==> src/rtl/link_pkg.sv <==
package link_pkg;

	////////////////////////////////////////////////////////////////////////////
	// Register map
	////////////////////////////////////////////////////////////////////////////

	// 32-bit words in each link block
	localparam int WORD_PER_LINK = 4;

	// Word indices inside a link block
	localparam int REG_CTRL   = 0;
	localparam int REG_SLIP   = 1;
	localparam int REG_ERRS   = 2;
	localparam int REG_RXWORD = 3;

	// CTRL bits
	localparam int CTRL_BYPASS   = 0;
	localparam int CTRL_TRISTATE = 1;
	localparam int CTRL_CHECK    = 2;
	// Self-clearing, reads back as 0
	localparam int CTRL_CLEAR    = 3;

	// Global word, block NLINKS word 0
	localparam int GLB_CLEAR  = 0;
	localparam int GLB_ENABLE = 1;

	////////////////////////////////////////////////////////////////////////////
	// Alignment
	////////////////////////////////////////////////////////////////////////////

	// Pattern sent by the far end during training
	localparam logic [7:0] TRAIN_WORD = 8'hA6;

	// Saturating error count width
	localparam int ERR_WIDTH = 16;

	// Bit-slip offset, 0 to 7
	localparam int SLIP_WIDTH = 3;

endpackage

==> src/rtl/link_config_regs.sv <==
`timescale 1ns/1ps

module link_config_regs import link_pkg::*; #(
	parameter int NLINKS = 4
) (
	input  logic                                in_clk160,
	input  logic                                reset,
	input  logic [(NLINKS+1)*WORD_PER_LINK-1:0] bus_wrce,
	input  logic [31:0]                         bus_data,
	output logic [NLINKS-1:0]                   lane_bypass,
	output logic [NLINKS-1:0]                   lane_tristate,
	output logic [NLINKS-1:0]                   lane_check,
	output logic [NLINKS*SLIP_WIDTH-1:0]        lane_slip,
	output logic [NLINKS-1:0]                   lane_clear,
	output logic                                link_enable,
	output logic                                bus_wrack
);

	// Bit w of bus_wrce selects word w, lane i owns words i*WORD_PER_LINK and up
	localparam int GLB_WORD = NLINKS * WORD_PER_LINK;

	// Write strobes decoded per lane
	logic [NLINKS-1:0] ctrl_wr;
	logic [NLINKS-1:0] slip_wr;
	logic              glb_wr;
	logic              glb_clear_wr;

	always_comb begin
		for (int i = 0; i < NLINKS; i++) begin
			ctrl_wr[i] = bus_wrce[i*WORD_PER_LINK + REG_CTRL];
			slip_wr[i] = bus_wrce[i*WORD_PER_LINK + REG_SLIP];
		end
	end

	assign glb_wr       = bus_wrce[GLB_WORD];
	assign glb_clear_wr = glb_wr & bus_data[GLB_CLEAR];

	////////////////////////////////////////////////////////////////////////////
	// Per-lane control levels
	////////////////////////////////////////////////////////////////////////////

	always_ff @(posedge in_clk160) begin
		if (reset) begin
			lane_bypass   <= '0;
			lane_tristate <= '0;
			lane_check    <= '0;
		end else begin
			for (int i = 0; i < NLINKS; i++) begin
				if (ctrl_wr[i]) begin
					lane_bypass[i]   <= bus_data[CTRL_BYPASS];
					lane_tristate[i] <= bus_data[CTRL_TRISTATE];
					lane_check[i]    <= bus_data[CTRL_CHECK];
				end
			end
		end
	end

	always_ff @(posedge in_clk160) begin
		if (reset) begin
			lane_slip <= '0;
		end else begin
			for (int i = 0; i < NLINKS; i++) begin
				if (slip_wr[i]) begin
					lane_slip[i*SLIP_WIDTH +: SLIP_WIDTH] <= bus_data[SLIP_WIDTH-1:0];
				end
			end
		end
	end

	////////////////////////////////////////////////////////////////////////////
	// Clear pulses
	////////////////////////////////////////////////////////////////////////////

	// Lane clear and global clear merge into a single one-cycle pulse per lane
	always_ff @(posedge in_clk160) begin
		if (reset) begin
			lane_clear <= '0;
		end else begin
			for (int i = 0; i < NLINKS; i++) begin
				lane_clear[i] <= (ctrl_wr[i] & bus_data[CTRL_CLEAR]) | glb_clear_wr;
			end
		end
	end

	////////////////////////////////////////////////////////////////////////////
	// Global enable and write acknowledge
	////////////////////////////////////////////////////////////////////////////

	always_ff @(posedge in_clk160) begin
		if (reset) begin
			link_enable <= 1'b0;
		end else if (glb_wr) begin
			link_enable <= bus_data[GLB_ENABLE];
		end
	end

	// Ack one cycle after any write strobe, ERRS and RXWORD writes included
	always_ff @(posedge in_clk160) begin
		if (reset) begin
			bus_wrack <= 1'b0;
		end else begin
			bus_wrack <= |bus_wrce;
		end
	end

endmodule

==> src/rtl/link_lane.sv <==
`timescale 1ns/1ps

module link_lane import link_pkg::*; (
	input  logic                  in_clk160,
	input  logic                  reset,
	input  logic [7:0]            tx_data,
	input  logic                  tx_valid,
	input  logic                  bypass,
	input  logic                  tristate,
	input  logic                  check,
	input  logic [SLIP_WIDTH-1:0] slip,
	input  logic                  clear,
	input  logic                  enable,
	output logic [7:0]            rx_word,
	output logic [ERR_WIDTH-1:0]  errors
);

	logic [7:0]  tx_reg;
	logic        tx_drive;
	logic [7:0]  line_p;
	logic [7:0]  line_n;
	logic [7:0]  line_rx;
	logic [7:0]  rx_cur;
	logic [7:0]  rx_prev;
	logic [15:0] window;
	logic [7:0]  slip_out;
	logic [7:0]  byp_reg;

	////////////////////////////////////////////////////////////////////////////
	// Transmit side
	////////////////////////////////////////////////////////////////////////////

	// Stage 1 holds the byte and its drive condition
	always_ff @(posedge in_clk160) begin
		tx_reg <= tx_data;
	end

	always_ff @(posedge in_clk160) begin
		if (reset) begin
			tx_drive <= 1'b0;
		end else begin
			tx_drive <= tx_valid & ~tristate;
		end
	end

	// Differential pair with both legs low when released
	assign line_p = tx_drive ? tx_reg : 8'h00;
	assign line_n = tx_drive ? ~tx_reg : 8'h00;

	// Receiver sees a one only on a true P-high N-low pair
	assign line_rx = line_p & ~line_n;

	////////////////////////////////////////////////////////////////////////////
	// Receive side and bit-slip
	////////////////////////////////////////////////////////////////////////////

	// Stage 2 captures the byte and keeps the one before it
	always_ff @(posedge in_clk160) begin
		if (reset || !enable) begin
			rx_cur  <= 8'h00;
			rx_prev <= 8'h00;
		end else begin
			rx_cur  <= line_rx;
			rx_prev <= rx_cur;
		end
	end

	// Older byte on top so offset k picks bits k+7 down to k
	assign window = {rx_prev, rx_cur};

	// Stage 3
	always_ff @(posedge in_clk160) begin
		if (reset || !enable) begin
			slip_out <= 8'h00;
		end else begin
			slip_out <= window[{1'b0, slip} +: 8];
		end
	end

	// Bypass copy as the second stage after tx_reg
	always_ff @(posedge in_clk160) begin
		byp_reg <= tx_reg;
	end

	assign rx_word = bypass ? byp_reg : slip_out;

	////////////////////////////////////////////////////////////////////////////
	// Training word error count
	////////////////////////////////////////////////////////////////////////////

	always_ff @(posedge in_clk160) begin
		if (reset || !enable || clear) begin
			errors <= '0;
		end else if (check && slip_out != TRAIN_WORD && errors != '1) begin
			errors <= errors + 1'b1;
		end
	end

endmodule

==> src/rtl/link_readback.sv <==
`timescale 1ns/1ps

module link_readback import link_pkg::*; #(
	parameter int NLINKS = 4
) (
	input  logic                                in_clk160,
	input  logic                                reset,
	input  logic [(NLINKS+1)*WORD_PER_LINK-1:0] bus_rdce,
	input  logic [NLINKS-1:0]                   lane_bypass,
	input  logic [NLINKS-1:0]                   lane_tristate,
	input  logic [NLINKS-1:0]                   lane_check,
	input  logic [NLINKS*SLIP_WIDTH-1:0]        lane_slip,
	input  logic                                link_enable,
	input  logic [NLINKS*8-1:0]                 lane_rx_word,
	input  logic [NLINKS*ERR_WIDTH-1:0]         lane_errors,
	output logic [31:0]                         bus_rdata,
	output logic                                bus_rdack
);

	localparam int NWORDS = (NLINKS + 1) * WORD_PER_LINK;
	localparam int LANE_W = $clog2(NLINKS + 1);
	localparam int REG_W  = $clog2(WORD_PER_LINK);

	logic [LANE_W-1:0] sel_lane;
	logic [REG_W-1:0]  sel_reg;
	logic [31:0]       rd_word;

	// One-hot strobe to block and word index
	always_comb begin
		sel_lane = '0;
		sel_reg  = '0;
		for (int w = 0; w < NWORDS; w++) begin
			if (bus_rdce[w]) begin
				sel_lane = LANE_W'(w / WORD_PER_LINK);
				sel_reg  = REG_W'(w % WORD_PER_LINK);
			end
		end
	end

	// Clear bits are pulses and are left out of the read word
	always_comb begin
		rd_word = '0;
		if (sel_lane == LANE_W'(NLINKS)) begin
			if (sel_reg == REG_W'(REG_CTRL)) begin
				rd_word[GLB_ENABLE] = link_enable;
			end
		end else begin
			case (sel_reg)
				REG_W'(REG_CTRL): begin
					rd_word[CTRL_BYPASS]   = lane_bypass[int'(sel_lane)];
					rd_word[CTRL_TRISTATE] = lane_tristate[int'(sel_lane)];
					rd_word[CTRL_CHECK]    = lane_check[int'(sel_lane)];
				end
				REG_W'(REG_SLIP): begin
					rd_word[SLIP_WIDTH-1:0] =
						lane_slip[sel_lane*SLIP_WIDTH +: SLIP_WIDTH];
				end
				REG_W'(REG_ERRS): begin
					rd_word[ERR_WIDTH-1:0] =
						lane_errors[sel_lane*ERR_WIDTH +: ERR_WIDTH];
				end
				REG_W'(REG_RXWORD): begin
					rd_word[7:0] = lane_rx_word[sel_lane*8 +: 8];
				end
				default:            rd_word = '0;
			endcase
		end
	end

	// Data only valid alongside the ack and zero otherwise
	always_ff @(posedge in_clk160) begin
		if (reset) begin
			bus_rdata <= '0;
			bus_rdack <= 1'b0;
		end else begin
			bus_rdata <= (|bus_rdce) ? rd_word : 32'h0;
			bus_rdack <= |bus_rdce;
		end
	end

endmodule

==> src/rtl/io_link_array.sv <==
`timescale 1ns/1ps

module io_link_array import link_pkg::*; #(
	parameter int NLINKS = 4
) (
	input  logic                                in_clk160,
	input  logic                                reset,
	input  logic [NLINKS*8-1:0]                 in_tdata,
	input  logic [NLINKS-1:0]                   in_tvalid,
	input  logic [(NLINKS+1)*WORD_PER_LINK-1:0] bus_wrce,
	input  logic [(NLINKS+1)*WORD_PER_LINK-1:0] bus_rdce,
	input  logic [31:0]                         bus_data,
	output logic [NLINKS*8-1:0]                 out_tdata,
	output logic [31:0]                         bus_rdata,
	output logic                                bus_wrack,
	output logic                                bus_rdack
);

	// Control from the decoder, lane i in slice i
	logic [NLINKS-1:0]            lane_bypass;
	logic [NLINKS-1:0]            lane_tristate;
	logic [NLINKS-1:0]            lane_check;
	logic [NLINKS*SLIP_WIDTH-1:0] lane_slip;
	logic [NLINKS-1:0]            lane_clear;
	logic                         link_enable;

	// Status from the lanes
	logic [NLINKS*8-1:0]          lane_rx_word;
	logic [NLINKS*ERR_WIDTH-1:0]  lane_errors;

	////////////////////////////////////////////////////////////////////////////
	// Register write side
	////////////////////////////////////////////////////////////////////////////

	link_config_regs #(
		.NLINKS (NLINKS)
	) i_link_config_regs (
		.in_clk160     (in_clk160),
		.reset         (reset),
		.bus_wrce      (bus_wrce),
		.bus_data      (bus_data),
		.lane_bypass   (lane_bypass),
		.lane_tristate (lane_tristate),
		.lane_check    (lane_check),
		.lane_slip     (lane_slip),
		.lane_clear    (lane_clear),
		.link_enable   (link_enable),
		.bus_wrack     (bus_wrack)
	);

	////////////////////////////////////////////////////////////////////////////
	// Links
	////////////////////////////////////////////////////////////////////////////

	for (genvar i = 0; i < NLINKS; i++) begin : g_lane
		link_lane i_link_lane (
			.in_clk160 (in_clk160),
			.reset     (reset),
			.tx_data   (in_tdata[i*8 +: 8]),
			.tx_valid  (in_tvalid[i]),
			.bypass    (lane_bypass[i]),
			.tristate  (lane_tristate[i]),
			.check     (lane_check[i]),
			.slip      (lane_slip[i*SLIP_WIDTH +: SLIP_WIDTH]),
			.clear     (lane_clear[i]),
			.enable    (link_enable),
			.rx_word   (lane_rx_word[i*8 +: 8]),
			.errors    (lane_errors[i*ERR_WIDTH +: ERR_WIDTH])
		);
	end

	assign out_tdata = lane_rx_word;

	////////////////////////////////////////////////////////////////////////////
	// Register read side
	////////////////////////////////////////////////////////////////////////////

	link_readback #(
		.NLINKS (NLINKS)
	) i_link_readback (
		.in_clk160     (in_clk160),
		.reset         (reset),
		.bus_rdce      (bus_rdce),
		.lane_bypass   (lane_bypass),
		.lane_tristate (lane_tristate),
		.lane_check    (lane_check),
		.lane_slip     (lane_slip),
		.link_enable   (link_enable),
		.lane_rx_word  (lane_rx_word),
		.lane_errors   (lane_errors),
		.bus_rdata     (bus_rdata),
		.bus_rdack     (bus_rdack)
	);

endmodule

==> config.mk <==
export PLATFORM = sky130hd
export DESIGN_NAME = io_link_array
export DESIGN_NICKNAME = d
export VERILOG_FILES = /design/src/rtl/link_pkg.sv /design/src/rtl/link_config_regs.sv /design/src/rtl/link_lane.sv /design/src/rtl/link_readback.sv /design/src/rtl/io_link_array.sv
export SDC_FILE = /design/constraint.sdc
export NUM_CORES = 1
export LEC_CHECK = 0
export ABC_CLOCK_PERIOD_IN_PS = 3100
export BUFFER_PORTS_ARGS = -buffer_cell sky130_fd_sc_hd__buf_2
export CAP_MARGIN = 40
export CORE_MARGIN = 5
export CORE_UTILIZATION = 60
export CTS_CLUSTER_SIZE = 40
export DETAILED_ROUTE_END_ITERATION = 6
export PLACE_DENSITY = 0.88
export SLEW_MARGIN = 20
export SYNTH_ARGS = -nofsm -noshare
export SYNTH_HDL_FRONTEND = slang
export SYNTH_SLANG_ARGS = --single-unit
export TNS_END_PERCENT = 5
==> constraint.sdc <==
create_clock -name in_clk160 -period 3.1 [get_ports in_clk160]
set_input_delay 0.31 -clock in_clk160 [delete_from_list [all_inputs] [get_ports in_clk160]]
set_output_delay 0.31 -clock in_clk160 [all_outputs]
set_load 0.005 [all_outputs]
==> key figures <==
Finish
  • Nets: 1,340
  • Max reg flops: 64
  • Layout cell share with drive strength beyond 1: 21.6%
  • Filler instances: 1,262
  • Biggest register: g_lane.i_link_lane.errors
  • Area Overhead vs Synth: 16.2%
  • Finished Cell Area: 13,300 um^2
  • N_diodes: 0

Critical path
  • Worst path bufs/invs: 0
  • FF-to-FF path depth: 6
  • Reg-to-Reg End: g_lane[2].i_link_lane.errors[6]
  • CP max stage delay: 0.73 ns
  • Crit Path Class: reg2reg
  • Cell chain of the critical path: or4b_2 > o21ai_0 > a31oi_2 > nand2_1 > xor2_1 > nor2_1
  • CP Capture Type: flop
  • Critical Path Slowest Stage Cell: or4b_2
  • Crit path max-delay family: simple AND/OR/NAND/NOR gates
  • Arrival @ worst endpoint: 2.77 ns
  • Largest fanout on the critical path: 10
  • Critical Path RT: 3.50 ns
  • R2R setup slack: 0.73 ns
  • Reg-to-Reg Start: g_lane[2].i_link_lane.slip_out[3]
  • WP depth: 6
  • CP Launch Type: flop

Global route
  • GR Overflow Total: 0
  • Initial antenna violation count: 2
  • GRT Overall Usage: 27.2%
  • Pin count of the biggest net entering global routing: 61
  • First-pass GRT wire length: 47.5 mm
  • Vias in the first global route: 8,891

Floorplanning
  • Placeable Area: 18,700 um^2
  • Chip width: 148 um
  • Die area: 21,900 um^2
  • Row count: 50
  • I/O Pins: 176
  • Starting Density: 61.1%
  • Die height: 148 um

Status
  • Status: completed

Worst hold path
  • Hold depth: 2
  • Hold WC Path Type: in2reg
  • Min-Delay Endpoint: g_lane[2].i_link_lane.tx_drive
  • Hold path startpoint: in_tvalid[2]

CTS
  • Clock transition at path regs: 0.06 ns
  • CTS buffer count: 27
  • Root buffer cell: clkbuf_16
  • Setup Buffers After CTS: 0
  • Clk_lat worst skew: 0.55 ns
  • H-Tree Depth: 1
  • CTS tree: yes
  • Max Buffers Root-to-Sink: 3
  • Clk sinks: 271

Yosys
  • Register area share after synthesis: 47.4%
  • Async set or reset register ratio after synthesis: 0%
  • Post-Synthesis Cells: 1,091
  • Ys flop type: dfxtp_1
  • Distinct cell type count after synthesis: 71
  • Register bit total from synthesis: 271
  • Synthesized area: 11,400 um^2
  • Yosys warns: 0
  • Avg Inst Size Synth: 10.5 um^2
  • Number of synthesized flops with an enable pin: 0

STA
  • Slew at the pin closest to its max-slew limit: 0.833 ns
  • Achievable frequency: 422 MHz
  • Hold Vio Cnt, Final: 0
  • Final Critical Period: 2.37 ns
  • # setup viols final: 0
  • Part of the cycle the worst path needs: 76.4%
  • Slew margin rel.: 44.4%
  • RSZ-0062 raised after global routing: no
  • Slew Limit Fails: 0
  • Fin Setup TNS: 0 ns
  • Layout Skew: 0.0158 ns

Run
  • Max_cap viols: 0

Routing
  • ANT nets after route: 0
  • DR iter-0 viols: 906
  • Via count: 8,980
  • Drt via density: 6.08
  • Routed Wire Length: 30.2 mm
  • DRC viols: 0
  • Routed length per placed instance: 20.4 um
  • Drt pass-1 iters: 6

Pwr
  • Pwr dens: 547 nW/um^2
  • VDD IR-drop max: 0.000586 V
  • Leakage: 5.16 nW

Placed design
  • Dpl hpwl: 20.8 mm
  • Gpl congestion: 0.958
  • PortBufs: 131
  • Placed cell area: 12,100 um^2
cell usage after synthesis (4+ instances only):
library cell  count  area [um^2]
dfxtp_1         271         5430
nor2_1          152          571
mux2i_1         104         1040
clkbuf_1         45          169
and3_1           42          263
nand2_1          39          146
mux2_2           34          383
and2_1           33          206
mux4_2           32          721
xor2_1           32          280
nand3_1          28          140
a21oi_1          23          115
xnor2_1          22          193
buf_4            17          128
nand4_1          13         81.3
o21ai_0          12         60.1
buf_2            10         50.1
or3_1            10         62.6
inv_1             9         33.8
nor3_1            9         45.0
o22a_1            9         78.8
o22ai_1           9         56.3
a22oi_1           8         60.1
nor4_1            8         50.1
buf_1             7         26.3
nor3b_1           7         52.6
or4_1             7         52.6
a31oi_1           6         37.5
and4_1            6         52.6
nand2b_1          6         37.5
o221ai_1          6         52.6
a22o_1            5         43.8
a221oi_1          4         35.0
ha_1              4         50.1
nor2b_1           4         25.0
o31ai_1           4         30.0
worst register-to-register path, stage by stage, from the launching register on:
cell and delay, ns:
dfxtp_1 0.32, or4b_2 0.73, o21ai_0 0.46, a31oi_2 0.23, nand2_1 0.19, xor2_1 0.22, nor2_1 0.07
through the flow:
| step | hold slack, ns | power, mW | utilization [%] | std cells | setup WS, ns |
|---|---|---|---|---|---|
| after floorplan | 0.324 | 3.94 | - | 1106 | 1.17 |
| after global routing | 0.0242 | 7.49 | 71.1 | 1478 | 0.634 |
| after global placement | 0.326 | 4.07 | 64.6 | 1397 | 0.544 |
| after CTS | 0.00716 | 7.28 | 71.0 | 1477 | 0.780 |
| final | 0.0243 | 7.27 | 71.1 | 1478 | 0.732 |
| after detailed placement | 0.335 | 4.09 | 64.6 | 1398 | 0.643 |
report_power, final:
| part | switching [mW] | leakage [nW] | internal (mW) |
|---|---|---|---|
| sequential | 0.0971 | 2.21 | 3.56 |
| combinational | 0.207 | 2.53 | 0.200 |
| clock | 1.34 | 0.424 | 1.87 |
| total | 1.65 | 5.16 | 5.63 |
kinds of logic after synthesis:
logic type               after synthesis  share of synthesized area, %
adder cells (fa/ha/maj)                4                         0.438
multiplexers                         172                          19.0
XOR/XNOR                              54                          4.14
buffers and inverters                 92                          4.03
AO/OA/AOI/OAI                        110                          7.16
other                                  1                        0.0328
AND/OR/NAND/NOR                      387                          17.8
flip-flops                           271                          47.4
worst max path at each step:
stage / start / endpoint / slack (ns)
5_1_grt: g_lane[2].i_link_lane.slip_out[3] / g_lane[2].i_link_lane.errors[6] / 0.63
3_3_place_gp: g_lane[1].i_link_lane.errors[10] / g_lane[1].i_link_lane.errors[11] / 0.54
2_1_floorplan: bus_rdce[15] / i_link_readback.bus_rdata[4] / 1.17
4_1_cts: g_lane[2].i_link_lane.slip_out[3] / g_lane[2].i_link_lane.errors[6] / 0.78
3_5_place_dp: bus_rdce[16] / i_link_readback.bus_rdata[4] / 0.64
6_report: g_lane[2].i_link_lane.slip_out[3] / g_lane[2].i_link_lane.errors[6] / 0.73
repair_timing:
item / in CTS / in global routing
resized for setup: 0 / 0
hold buffers: 32 / 0
endpoints found under the hold margin: 32 / 0
final cells by class:
cell class	instances	area, um^2	share of cell area [%]
multi-input combinational	743	5610	42.2
sequential	271	5430	40.8
timing repair buffer	174	1060	7.97
clock buffer	38	757	5.69
tap	234	293	2.20
clock inverter	9	115	0.866
inverter	9	33.8	0.254
cell usage in the layout, fill, tap and decap left out, drive strengths merged, types with 6 or more instances in the layout:
cell type / netlist / layout
conb: 1 / 16
or4: 7 / 7
nor3b: 8 / 8
nand4: 13 / 13
mux4: 32 / 32
nand2b: 6 / 6
inv: 9 / 10
o221ai: 6 / 6
xor2: 32 / 32
o22ai: 9 / 9
o22a: 9 / 9
and3: 42 / 42
nor4: 13 / 13
nand2: 40 / 40
mux2i: 104 / 104
clkbuf: 45 / 38
mux2: 36 / 36
or3: 10 / 10
a21oi: 23 / 23
nand3: 28 / 28
a22oi: 8 / 8
dlygate4sd3: 0 / 32
and4: 6 / 6
buf: 38 / 142
dfxtp: 271 / 271
a31oi: 9 / 9
o21ai: 14 / 14
xnor2: 22 / 22
and2: 34 / 34
nor2: 154 / 154
nor3: 9 / 9
per-layer routing:
layer | vias up | GRT usage, % | wire length [um]
li1 | 4154 | - | -
met1 | 4233 | 33.0 | 11100
met2 | 477 | 47.1 | 14900
met3 | 112 | 5.24 | 2610
met4 | 4 | 12.1 | 1540
met5 | - | 0 | 19
Note: power is estimated with default switching activity, not from simulation.
